<file path="src/design/motorCtrl_defines.svh">
`ifndef MOTORCTRL_DEFINES_SVH
`define MOTORCTRL_DEFINES_SVH

// width of the duty and period fields, one count per clk cycle
`define MC_PWM_W 12

// width of the step length, the number of clk cycles per commutation step
`define MC_STEP_W 16

// width of the data field that rides along with a command opcode
`define MC_DATA_W 16

// shortest on-time the gate drivers can follow, any smaller nonzero duty drives nothing
`define MC_MIN_ON 32

// lower limits that the command decoder enforces on period and step length
`define MC_MIN_PERIOD 2
`define MC_MIN_STEP 16

// configuration after reset: motor stopped, zero duty, a mid-range chopping period
`define MC_RST_PERIOD 511
`define MC_RST_DUTY 0
`define MC_RST_STEP 4096

`endif
</file>
<file path="src/design/motorCtrlPkg.sv">
`default_nettype none

`include "motorCtrl_defines.svh"

package motorCtrlPkg;

    // host command opcodes, carried in the upper bits of every command word
    typedef enum logic [2:0] {
        OP_NOP,
        OP_SET_DUTY,
        OP_SET_PERIOD,
        OP_SET_STEP,
        OP_SET_DIR,
        OP_RUN,
        OP_STOP
    } mcOpcode;

    // one host command, only looked at in the cycle cmdValid is high
    typedef struct packed {
        mcOpcode                op;
        logic [`MC_DATA_W-1:0]  data;
    } mcCmd;

    // registered motor configuration shared by every block of the drive
    typedef struct packed {
        logic [`MC_PWM_W-1:0]   duty;
        logic [`MC_PWM_W-1:0]   period;
        logic [`MC_STEP_W-1:0]  stepLen;
        // 1 means the phase index counts upward
        logic                   dir;
        logic                   run;
    } mcCfg;

    // six half-bridge gate signals, high side and low side of legs A, B and C
    typedef struct packed {
        logic hiA;
        logic hiB;
        logic hiC;
        logic loA;
        logic loB;
        logic loC;
    } mcGate;

    // chopping state machine of the PWM generator
    typedef enum logic [1:0] {
        PWM_IDLE,
        PWM_OFF,
        PWM_ON
    } mcPwmState;

endpackage

`default_nettype wire

</file>
<file path="src/design/motorCtrlTop.sv">
`timescale 1ns/1ps
`default_nettype none

`include "motorCtrl_defines.svh"

module motorCtrlTop import motorCtrlPkg::*; (
    input  logic        clk,
    input  logic        nRst,
    input  logic        cmdValid,
    input  mcCmd        cmd,
    output mcGate       gate,
    output logic        pwm,
    output logic        stepPulse,
    output logic [2:0]  phase
);

    // registered configuration, fanned out to every block below
    mcCfg cfg;

    // host strobes become the registered configuration
    motorCmdDecode u_cmdDecode (
        .clk      (clk),
        .nRst     (nRst),
        .cmdValid (cmdValid),
        .cmd      (cmd),
        .cfg      (cfg)
    );

    // commutation timing and the six-step phase index
    motorStepTimer u_stepTimer (
        .clk       (clk),
        .nRst      (nRst),
        .cfg       (cfg),
        .stepPulse (stepPulse),
        .phase     (phase)
    );

    // chopping waveform, reloaded at every step boundary
    motorPwmGen u_pwmGen (
        .clk       (clk),
        .nRst      (nRst),
        .cfg       (cfg),
        .stepPulse (stepPulse),
        .pwm       (pwm)
    );

    // gates follow pwm in the same cycle through this combinational table
    motorPhaseDriver u_phaseDriver (
        .phase (phase),
        .pwm   (pwm),
        .run   (cfg.run),
        .gate  (gate)
    );

endmodule

`default_nettype wire

</file>
<file path="src/design/motorPhaseDriver.sv">
`timescale 1ns/1ps
`default_nettype none

module motorPhaseDriver import motorCtrlPkg::*; (
    input  logic [2:0]  phase,
    input  logic        pwm,
    input  logic        run,
    output mcGate       gate
);

    // six-step commutation, one high-side leg chops with pwm while one
    // low-side leg conducts for the whole step and the third leg floats
    // no entry pairs the high and low side of the same leg
    always_comb begin
        gate = '0;
        if (run) begin
            case (phase)
                // current flows from A to B
                3'd0: begin
                    gate.hiA = pwm;
                    gate.loB = 1'b1;
                end
                // A to C
                3'd1: begin
                    gate.hiA = pwm;
                    gate.loC = 1'b1;
                end
                // B to C
                3'd2: begin
                    gate.hiB = pwm;
                    gate.loC = 1'b1;
                end
                // B to A
                3'd3: begin
                    gate.hiB = pwm;
                    gate.loA = 1'b1;
                end
                // C to A
                3'd4: begin
                    gate.hiC = pwm;
                    gate.loA = 1'b1;
                end
                // C to B
                3'd5: begin
                    gate.hiC = pwm;
                    gate.loB = 1'b1;
                end
                default: begin
                    // the phase index never leaves 0 to 5, all legs stay off if it does
                    gate = '0;
                end
            endcase
        end
    end

endmodule

`default_nettype wire

</file>
<file path="src/design/motorPwmGen.sv">
`timescale 1ns/1ps
`default_nettype none

`include "motorCtrl_defines.svh"

module motorPwmGen import motorCtrlPkg::*; (
    input  logic  clk,
    input  logic  nRst,
    input  mcCfg  cfg,
    input  logic  stepPulse,
    output logic  pwm
);

    localparam logic [`MC_PWM_W-1:0] PwmOne = `MC_PWM_W'(1);

    // duty after the minimum on-time floor, then clamped to the period
    logic [`MC_PWM_W-1:0] dutyFloor;
    logic [`MC_PWM_W-1:0] dutyEff;
    logic [`MC_PWM_W-1:0] offEff;

    // on and off lengths frozen for the whole step
    logic [`MC_PWM_W-1:0] dutyLat;
    logic [`MC_PWM_W-1:0] offLat;

    // one shared down-counter times both the off and the on phase
    logic [`MC_PWM_W-1:0] pwmCnt;
    logic                 cntLast;
    mcPwmState            state;

    // the drivers cannot switch a MOSFET for less than MC_MIN_ON cycles,
    // so such a short pulse is dropped instead of being driven badly
    assign dutyFloor = (cfg.duty < `MC_PWM_W'(`MC_MIN_ON)) ? '0 : cfg.duty;
    assign dutyEff   = (dutyFloor > cfg.period) ? cfg.period : dutyFloor;
    assign offEff    = cfg.period - dutyEff;

    assign cntLast = (pwmCnt == PwmOne);

    // duty and period only take effect at a step boundary, so a host write
    // in the middle of a step never produces a runt pulse
    always_ff @(posedge clk) begin
        if (stepPulse) begin
            dutyLat <= dutyEff;
            offLat  <= offEff;
        end
    end

    always_ff @(posedge clk or negedge nRst) begin
        if (!nRst) begin
            state  <= PWM_IDLE;
            pwm    <= 1'b0;
            pwmCnt <= '0;
        end else if (!cfg.run) begin
            state  <= PWM_IDLE;
            pwm    <= 1'b0;
            pwmCnt <= '0;
        end else if (stepPulse) begin
            // a step always opens with the off phase, unless there is none
            if (offEff == '0) begin
                state  <= PWM_ON;
                pwm    <= 1'b1;
                pwmCnt <= dutyEff;
            end else begin
                state  <= PWM_OFF;
                pwm    <= 1'b0;
                pwmCnt <= offEff;
            end
        end else begin
            case (state)
                PWM_OFF: begin
                    if (!cntLast) begin
                        pwmCnt <= pwmCnt - PwmOne;
                    end else if (dutyLat != '0) begin
                        state  <= PWM_ON;
                        pwm    <= 1'b1;
                        pwmCnt <= dutyLat;
                    end else begin
                        // zero duty, the output stays low for the whole step
                        pwmCnt <= offLat;
                    end
                end
                PWM_ON: begin
                    if (!cntLast) begin
                        pwmCnt <= pwmCnt - PwmOne;
                    end else if (offLat != '0) begin
                        state  <= PWM_OFF;
                        pwm    <= 1'b0;
                        pwmCnt <= offLat;
                    end else begin
                        // full duty, the output stays high for the whole step
                        pwmCnt <= dutyLat;
                    end
                end
                default: begin
                    // running but no step boundary seen yet, wait low
                    pwm    <= 1'b0;
                    pwmCnt <= '0;
                end
            endcase
        end
    end

endmodule

`default_nettype wire

</file>
<file path="src/design/motorStepTimer.sv">
`timescale 1ns/1ps
`default_nettype none

`include "motorCtrl_defines.svh"

module motorStepTimer import motorCtrlPkg::*; (
    input  logic        clk,
    input  logic        nRst,
    input  mcCfg        cfg,
    output logic        stepPulse,
    output logic [2:0]  phase
);

    localparam logic [`MC_STEP_W-1:0] StepOne = `MC_STEP_W'(1);
    localparam logic [2:0] PhaseLast = 3'd5;

    // remaining cycles of the current step, a pulse is due when it reaches zero
    logic [`MC_STEP_W-1:0] stepCnt;

    // next phase index in either direction, wrapping around the six steps
    logic [2:0] phaseUp;
    logic [2:0] phaseDown;

    // while stopped the counter sits at the full step length so that the
    // first pulse lands exactly stepLen cycles after run goes high
    // after each pulse it reloads stepLen - 1 because the pulse cycle
    // itself already counts as the first cycle of the next step
    always_ff @(posedge clk or negedge nRst) begin
        if (!nRst) begin
            stepCnt <= `MC_STEP_W'(`MC_RST_STEP);
        end else if (!cfg.run) begin
            stepCnt <= cfg.stepLen;
        end else if (stepCnt == '0) begin
            stepCnt <= cfg.stepLen - StepOne;
        end else begin
            stepCnt <= stepCnt - StepOne;
        end
    end

    // the pulse is decoded straight from the counter so that a STOP
    // silences it in the very cycle run drops
    assign stepPulse = cfg.run && (stepCnt == '0);

    assign phaseUp   = (phase == PhaseLast) ? 3'd0 : phase + 3'd1;
    assign phaseDown = (phase == 3'd0) ? PhaseLast : phase - 3'd1;

    // the phase moves in the cycle after the pulse and holds while stopped
    always_ff @(posedge clk or negedge nRst) begin
        if (!nRst) begin
            phase <= 3'd0;
        end else if (stepPulse) begin
            if (cfg.dir) begin
                phase <= phaseUp;
            end else begin
                phase <= phaseDown;
            end
        end
    end

endmodule

`default_nettype wire

</file>
<file path="src/design/motorCmdDecode.sv">
`timescale 1ns/1ps
`default_nettype none

`include "motorCtrl_defines.svh"

module motorCmdDecode import motorCtrlPkg::*; (
    input  logic  clk,
    input  logic  nRst,
    input  logic  cmdValid,
    input  mcCmd  cmd,
    output mcCfg  cfg
);

    // command data cut down to the width of each field
    logic [`MC_PWM_W-1:0]  dataPwm;
    logic [`MC_STEP_W-1:0] dataStep;

    // period and step length after the lower limits are applied
    logic [`MC_PWM_W-1:0]  periodClamp;
    logic [`MC_STEP_W-1:0] stepClamp;

    assign dataPwm  = cmd.data[`MC_PWM_W-1:0];
    assign dataStep = cmd.data[`MC_STEP_W-1:0];

    // a period below 2 would leave no room for both an off and an on phase
    assign periodClamp = (dataPwm < `MC_PWM_W'(`MC_MIN_PERIOD)) ?
                         `MC_PWM_W'(`MC_MIN_PERIOD) : dataPwm;

    // very short steps are raised so the PWM gets at least a few cycles per step
    assign stepClamp = (dataStep < `MC_STEP_W'(`MC_MIN_STEP)) ?
                       `MC_STEP_W'(`MC_MIN_STEP) : dataStep;

    // every strobed command is taken, there is no back-pressure to the host
    // the new value shows up in cfg one cycle after the strobe
    always_ff @(posedge clk or negedge nRst) begin
        if (!nRst) begin
            cfg.duty    <= `MC_PWM_W'(`MC_RST_DUTY);
            cfg.period  <= `MC_PWM_W'(`MC_RST_PERIOD);
            cfg.stepLen <= `MC_STEP_W'(`MC_RST_STEP);
            cfg.dir     <= 1'b1;
            cfg.run     <= 1'b0;
        end else if (cmdValid) begin
            case (cmd.op)
                OP_SET_DUTY: begin
                    // duty is stored as given, the PWM block applies floor and clamp
                    cfg.duty <= dataPwm;
                end
                OP_SET_PERIOD: begin
                    cfg.period <= periodClamp;
                end
                OP_SET_STEP: begin
                    cfg.stepLen <= stepClamp;
                end
                OP_SET_DIR: begin
                    cfg.dir <= cmd.data[0];
                end
                OP_RUN: begin
                    cfg.run <= 1'b1;
                end
                OP_STOP: begin
                    cfg.run <= 1'b0;
                end
                default: begin
                    // NOP and unused opcodes leave the configuration alone
                    cfg <= cfg;
                end
            endcase
        end
    end

endmodule

`default_nettype wire

</file>
<file path="config.mk">
export PLATFORM = sky130hd
export DESIGN_NAME = motorCtrlTop
export DESIGN_NICKNAME = d
export VERILOG_FILES = /design/src/design/motorCtrlPkg.sv /design/src/design/motorCtrlTop.sv /design/src/design/motorPhaseDriver.sv /design/src/design/motorPwmGen.sv /design/src/design/motorStepTimer.sv /design/src/design/motorCmdDecode.sv
export VERILOG_INCLUDE_DIRS = /design/src /design/src/design
export SDC_FILE = /design/constraint.sdc
export NUM_CORES = 1
export LEC_CHECK = 0
export BUFFER_PORTS_ARGS = -buffer_cell sky130_fd_sc_hd__buf_2
export CAP_MARGIN = 10
export CORE_ASPECT_RATIO = 2
export CORE_MARGIN = 1.5
export CORE_UTILIZATION = 30
export DETAILED_ROUTE_END_ITERATION = 12
export PLACE_DENSITY = 0.53
export SYNTH_ARGS = -nofsm -noshare
export SYNTH_HDL_FRONTEND = slang
export SYNTH_HIERARCHICAL = 1
export SYNTH_SLANG_ARGS = --single-unit
</file>
<file path="constraint.sdc">
create_clock -name clk -period 4.49 [get_ports clk]
set_input_delay 0 -clock clk [delete_from_list [all_inputs] [get_ports clk]]
set_output_delay 0 -clock clk [all_outputs]
set_load 0.02 [all_outputs]
</file>
==> results of run 1 <==
cell families after synthesis:
group / after synthesis / synth area share
AOI/OAI and AO/OA: 184 / 0.193
xor gates and xnor gates: 15 / 0.0202
adders and majority gates: 30 / 0.0588
buffers and inverters: 66 / 0.0438
DFF: 100 / 0.405
muxes: 38 / 0.0671
and+or+nand+nor: 257 / 0.212
cells in the mapped netlist, drive strengths merged, types with 6 or more instances:
cell / number
a211oi: 9
a21oi: 39
a22o: 7
a32oi: 9
and2: 8
and3: 7
buf: 8
clkbuf: 19
dfrtp: 64
dfstp: 12
edfxtp: 24
ha: 29
inv: 39
mux2: 27
mux2i: 11
nand2: 84
nand2b: 6
nand3: 8
nor2: 46
nor3: 27
nor3b: 6
nor4: 19
o211ai: 6
o21a: 10
o21ai: 44
o2bb2ai: 6
o31ai: 11
or3: 9
xnor2: 13
layer usage:
| metal | GRT usage | wire [um] |
|---|---|---|
| met1 | 0.151 | 6360 |
| met2 | 0.386 | 12300 |
| met3 | 0.0240 | 274 |
| met4 | 0.124 | 1220 |
| met5 | 0 | 0 |
worst paths after layout:
kind	endpoint	cells after the start
max in group asynchronous	u_cmdDecode/cfg[4]	3
max	u_pwmGen/pwmCnt[7]	18
min reg2reg	u_cmdDecode/cfg[33]	1
min in group clk	u_cmdDecode/cfg[1]	3
max reg2reg	u_pwmGen/pwmCnt[7]	18
min	u_cmdDecode/cfg[28]	2
per-stage QoR:
stage | hold slack [ns] | total power [mW] | std cells
floorplan | -0.296 | 3.06 | 690
global placement | -0.0650 | 4.24 | 1041
detailed placement | -0.0660 | 4.26 | 1041
CTS | 0.0658 | 5.43 | 1088
global route | 0.110 | 6.01 | 1092
finish | 0.0853 | 5.63 | 1092
critical path, stage by stage (launching register included):
cell and delay (ns):
dfrtp_1 0.39, nor4_2 0.31, nand2_2 0.16, and2_4 0.18, ha_4 0.26, nor2b_4 0.12, o211a_1 0.15, o21ai_1 0.07
a21oi_1 0.13, buf_4 0.19, buf_12 0.13, mux2i_2 0.22, ha_1 0.27, a21o_1 0.19, or4_4 0.44, o32ai_4 0.31
xnor2_2 0.13, or4_4 0.57, o41ai_2 0.21
registers in the layout, summed over array words and instances (netlist names):
signal,cells
u_cmdDecode/cfg,42
u_stepTimer/stepCnt,16
u_pwmGen/dutyLat,12
u_pwmGen/offLat,12
u_pwmGen/pwmCnt,12
u_stepTimer/phase,3
u_pwmGen/state,2
u_pwmGen/pwm,1
final cells by class:
class / instances / share of cell area
clock buffers: 12 / 0.0316
clock inverters: 4 / 0.00827
inverters: 39 / 0.0173
multi-input cells: 524 / 0.466
flip-flops and latches: 100 / 0.311
well taps: 273 / 0.0403
repair buffers: 140 / 0.125
power groups by stage:
stage                     registers, mW  clock network [mW]  logic [mW]
after CTS                          1.45               0.911        3.07
after detailed placement           1.46                   0        2.80
final                              1.45               0.882        3.30
after global placement             1.46                   0        2.78
after floorplan                    1.40                   0        1.66
after global routing               1.48               0.933        3.59
timing repair:
item,in CTS,in global routing
hold endpoints to repair,62,0
pin swaps,15,15
setup buffers,12,4
setup endpoints to repair,15,16
gates resized for setup,41,38
hold buffers,19,0
==> impl_metrics.csv, run 1 <==
group,metric,value,unit
synthesis,seq_area_frac_synth,0.405,
die,die_y,211,um
synthesis,syn_inst,690,
clocking,htree_num_levels,3,
clocking,cts.sinks,100,
pwr,p_leak,3.61,nW
synthesis,synth_fp_nets,742,
pwr,pwr-share-seq,0.258,
setup_path,cp-start-kind,"register",
detailed_routing,num_vias,5850,
final_layout,fin_nets,866,
sta,setup_violations,3,
final_layout,multiInputGateArea,3950,um2
sta,period_share,1.01,
synthesis,synthTopCellsByArea,"dfrtp_1, edfxtp_1, ha_1",
pwr,internal_power,3.39,mW
status,violations,"setup timing",
global_routing,antenna_found_initial,0,
setup_path,rrSetupSlack,-0.05,ns
detailed_routing,drt-initial-drc-count,224,
synthesis,synthFlopType,"dfrtp_1",
synthesis,ys_types,80,
sta,hold_viol_final,0,
pwr,combPwrFrac,0.586,
detailed_routing,wirelength,20100,um
setup_path,required,4.74,ns
synthesis,synth_top_area_frac,0.246,
clocking,cts.clk_slew.worst_paths,0.06,ns
die,start_util,0.304,
setup_path,critPathMaxFanout,5,
die,coreArea,21400,um2
placement,dp_hpwl,15800,um
clocking,cts_buffers,9,
detailed_routing,via_per_inst,5.36,
clocking,cts_tree,"done",
placement,pre_cts_slack,-0.303,ns
setup_path,worstSetupPathType,"register to register",
synthesis,synth-async-reset-ratio,0.760,
pwr,switchingPower,2.24,mW
setup_path,startpoint,"u_cmdDecode/cfg[39]",
final_layout,syn_to_final_growth,30.0,%
detailed_routing,drt-wirelength-per-cell,18.4,um
final_layout,num-fill-cells,2132,
clocking,cts_buffer_depth,2,
setup_path,cp_data_arrival_time,4.79,ns
die,ioPinCount,33,
clocking,clkLatencyLatePin,0.36,ns
die,die-width,107,um
final_layout,final_cell_mix,"buf_4, nand2_1, dfrtp_1, nor2_1, inv_1",
sta,maxSlewViolCount,0,
pwr,max-vdd-ir-drop,0.243,mV
final_layout,finalInstanceArea,8470,um2
global_routing,grtUsageTotal,0.185,
placement,io_buffer_count,32,
placement,placed_area,7440,um2
final_layout,seq_area,2640,um2
sta,max_freq,0.220,GHz
global_routing,overflow,0,
detailed_routing,drc,0,
status,status,"finished, violations left",
global_routing,grt_max_degree,56,
synthesis,ys_ff_latch,100,
sta,tns,-0.104,ns
sta,tightest_slew,0.889,ns
detailed_routing,ant_nets,0,
sta,slew_headroom,0.405,
final_layout,layout-drive-gt1-share,0.294,
final_layout,diodes,0,
hold_path,holdCritPathClass,"primary input to asynchronous set/reset pin",
global_routing,grt_pass1_wl,31600,um
final_layout,fin_util,0.396,
pwr,p_sw_frac,0.398,
run,cap_violations,0,
sta,rsz0062_at_grt,"true",
pwr,p_clk_frac,0.157,
placement,place_congestion,0.838,
synthesis,synth_area_leader_cell,"dfrtp_1",
die,row_count,76,
die,die-area,22700,um2
synthesis,syn_area,6510,um2
synthesis,syn-mean-instance-area,9.44,um2
global_routing,grt_pass1_vias,6141,
sta,setup_ws,-0.0511,ns
clocking,clockRootBuffer,"clkbuf_16",
pwr,power_density,665,nW/um2
sta,skew,0.00975,ns
synthesis,yosys_warnings,6,
synthesis,synth_edf_count,24,
setup_path,critPathCaptureType,"register",
sta,min_period,4.54,ns
setup_path,r2r-start,"u_cmdDecode/cfg[39]",
detailed_routing,drt-pass1-iter-count,4,
Note: power is estimated with default switching activity, not from simulation.
==> run 2, diff against run 1 <==
==> constraint.sdc (replaced) <==
create_clock -name clk -period 3.95 [get_ports clk]
set_input_delay 0 -clock clk [delete_from_list [all_inputs] [get_ports clk]]
set_output_delay 0 -clock clk [all_outputs]
set_load 0.1 [all_outputs]
==> impl_metrics.csv, run 2 (synthesized netlist as in run 1, its figures left out) <==
group,metric,value,unit
status,status,"finished, violations left",
status,violations,"setup timing",
setup_path,r2r-start,"u_cmdDecode/cfg[39]",
sta,skew,0.00879,ns
detailed_routing,drt-pass1-iter-count,6,
hold_path,holdCritPathClass,"primary input to register",
die,die-width,107,um
final_layout,multiInputGateArea,3960,um2
global_routing,grt_max_degree,42,
clocking,cts_tree,"done",
placement,io_buffer_count,32,
final_layout,layout-drive-gt1-share,0.320,
detailed_routing,wirelength,20400,um
clocking,cts_buffers,9,
final_layout,regMostFlops,"u_cmdDecode/cfg",
sta,hold_viol_final,0,
hold_path,hold_depth,3,
detailed_routing,num_vias,5857,
setup_path,r2r_end,"u_pwmGen/state[0]",
detailed_routing,drt-initial-drc-count,163,
hold_path,min_to,"u_cmdDecode/cfg[0]",
global_routing,grtUsageTotal,0.186,
clocking,cts.clk_slew.worst_paths,0.07,ns
final_layout,seq_area,2640,um2
setup_path,cp-start-kind,"register",
sta,period_share,1.15,
pwr,max-vdd-ir-drop,0.276,mV
setup_path,worstSetupPathType,"register to register",
placement,place_congestion,0.857,
die,row_count,76,
die,die-area,22700,um2
sta,whs,0.0186,ns
pwr,power_density,775,nW/um2
clocking,cts_buffer_depth,2,
sta,setup_ws,-0.608,ns
final_layout,fin_nets,887,
final_layout,syn_to_final_growth,32.7,%
die,ioPinCount,33,
global_routing,grt_pass1_wl,31900,um
setup_path,rrSetupSlack,-0.61,ns
final_layout,reg.largest.list,"u_cmdDecode/cfg (42), u_stepTimer/stepCnt (16)",
final_layout,diodes,0,
pwr,p_leak,3.71,nW
global_routing,overflow,0,
detailed_routing,drc,0,
die,die_y,211,um
detailed_routing,ant_nets,0,
setup_path,critPathMaxFanout,5,
placement,dp_hpwl,15800,um
clocking,clockRootBuffer,"clkbuf_16",
die,start_util,0.304,
sta,slew_headroom,0.379,
die,coreArea,21400,um2
detailed_routing,via_per_inst,5.26,
clocking,cts.sinks,100,
pwr,combPwrFrac,0.604,
global_routing,antenna_found_initial,0,
final_layout,layout_commonest_cell,"buf_4",
pwr,pwr-share-seq,0.244,
final_layout,fin_util,0.404,
sta,rsz0062_at_grt,"true",
pwr,switchingPower,2.69,mW
sta,maxSlewViolCount,0,
final_layout,final_cell_mix,"buf_4, nand2_1, dfrtp_1, nor2_1, inv_1",
run,cap_violations,0,
pwr,internal_power,4.00,mW
setup_path,required,4.18,ns
final_layout,largest_register_ffs,42,
clocking,htree_num_levels,3,
setup_path,rr_worst_depth,21,
sta,min_period,4.56,ns
hold_path,hold_path.startpoint,"cmd[18]",
final_layout,num-fill-cells,2122,
detailed_routing,drt-wirelength-per-cell,18.3,um
pwr,p_sw_frac,0.402,
sta,tightest_slew,0.923,ns
setup_path,critPathCaptureType,"register",
setup_path,cp_data_arrival_time,4.79,ns
clocking,clkLatencyLatePin,0.35,ns
sta,setup_violations,18,
sta,max_freq,0.219,GHz
pwr,finalPower,6.69,mW
global_routing,grt_pass1_vias,6151,
pwr,p_clk_frac,0.152,
[run 2: metrics by stage]
step	std cells	TNS, ns	setup WS [ns]	area (um2)
2_1_floorplan	690	-2.97	-0.340	6560
3_3_place_gp	1053	-9.78	-0.744	7540
3_5_place_dp	1053	-10.40	-0.770	7540
4_1_cts	1107	-7.37	-0.540	8440
5_1_grt	1113	-12.20	-0.822	8640
6_report	1113	-8.34	-0.608	8640
[run 2: how the worst max path moves through the flow]
| stage | from | endpoint | cells after the start |
|---|---|---|---|
| floorplan | u_cmdDecode/cfg[39] | u_pwmGen/pwmCnt[7] | 17 |
| global route | u_cmdDecode/cfg[39] | u_pwmGen/state[0] | 21 |
| global placement | u_cmdDecode/cfg[39] | u_pwmGen/pwmCnt[7] | 18 |
| CTS | u_cmdDecode/cfg[36] | u_pwmGen/state[0] | 20 |
| finish | u_cmdDecode/cfg[39] | u_pwmGen/state[0] | 21 |
| detailed placement | u_cmdDecode/cfg[39] | u_pwmGen/pwmCnt[7] | 18 |
[run 2: layout make-up]
type | instances | share of cell area
multi-input combinational | 524 | 0.458
inverter | 39 | 0.0169
tap | 273 | 0.0395
sequential | 100 | 0.305
clock inverter | 6 | 0.0106
timing repair buffer | 161 | 0.141
clock buffer | 10 | 0.0290
[run 2: power by group through the flow]
| stage | clock network [mW] | registers (mW) | logic [mW] |
|---|---|---|---|
| global placement | 0 | 1.65 | 3.28 |
| global route | 1.08 | 1.67 | 4.38 |
| detailed placement | 0 | 1.65 | 3.28 |
| floorplan | 0 | 1.65 | 1.93 |
| CTS | 1.04 | 1.63 | 3.82 |
| finish | 1.02 | 1.63 | 4.04 |
[run 2: critical path: stages (launching register included)]
cell	delay (ns)
dfrtp_1	0.39
nor4_2	0.32
nand2_2	0.14
and2_4	0.18
ha_4	0.26
nor2b_4	0.13
o211a_1	0.19
o21ai_2	0.06
a21oi_2	0.13
buf_4	0.14
buf_6	0.10
buf_6	0.10
mux2i_4	0.26
ha_4	0.24
nor2b_4	0.13
o211a_1	0.24
o21a_1	0.21
xnor2_2	0.16
nor4_2	0.35
nand4_1	0.21
buf_6	0.19
a221o_1	0.30
[run 2: what timing repair did]
item | 4_1_cts | 5_1_grt
buffers inserted | 21 | 9
cloned | 1 | 0
endpoints found under the setup margin | 21 | 21
pin swaps | 14 | 21
resized for setup | 52 | 27
hold buffers | 18 | 0
hold endpoints to repair | 77 | 0
[run 2: per-layer routing]
layer | wire length (um) | global-route usage
met5 | 0 | 0
met4 | 1180 | 0.124
met3 | 246 | 0.0188
met2 | 12400 | 0.383
met1 | 6500 | 0.160
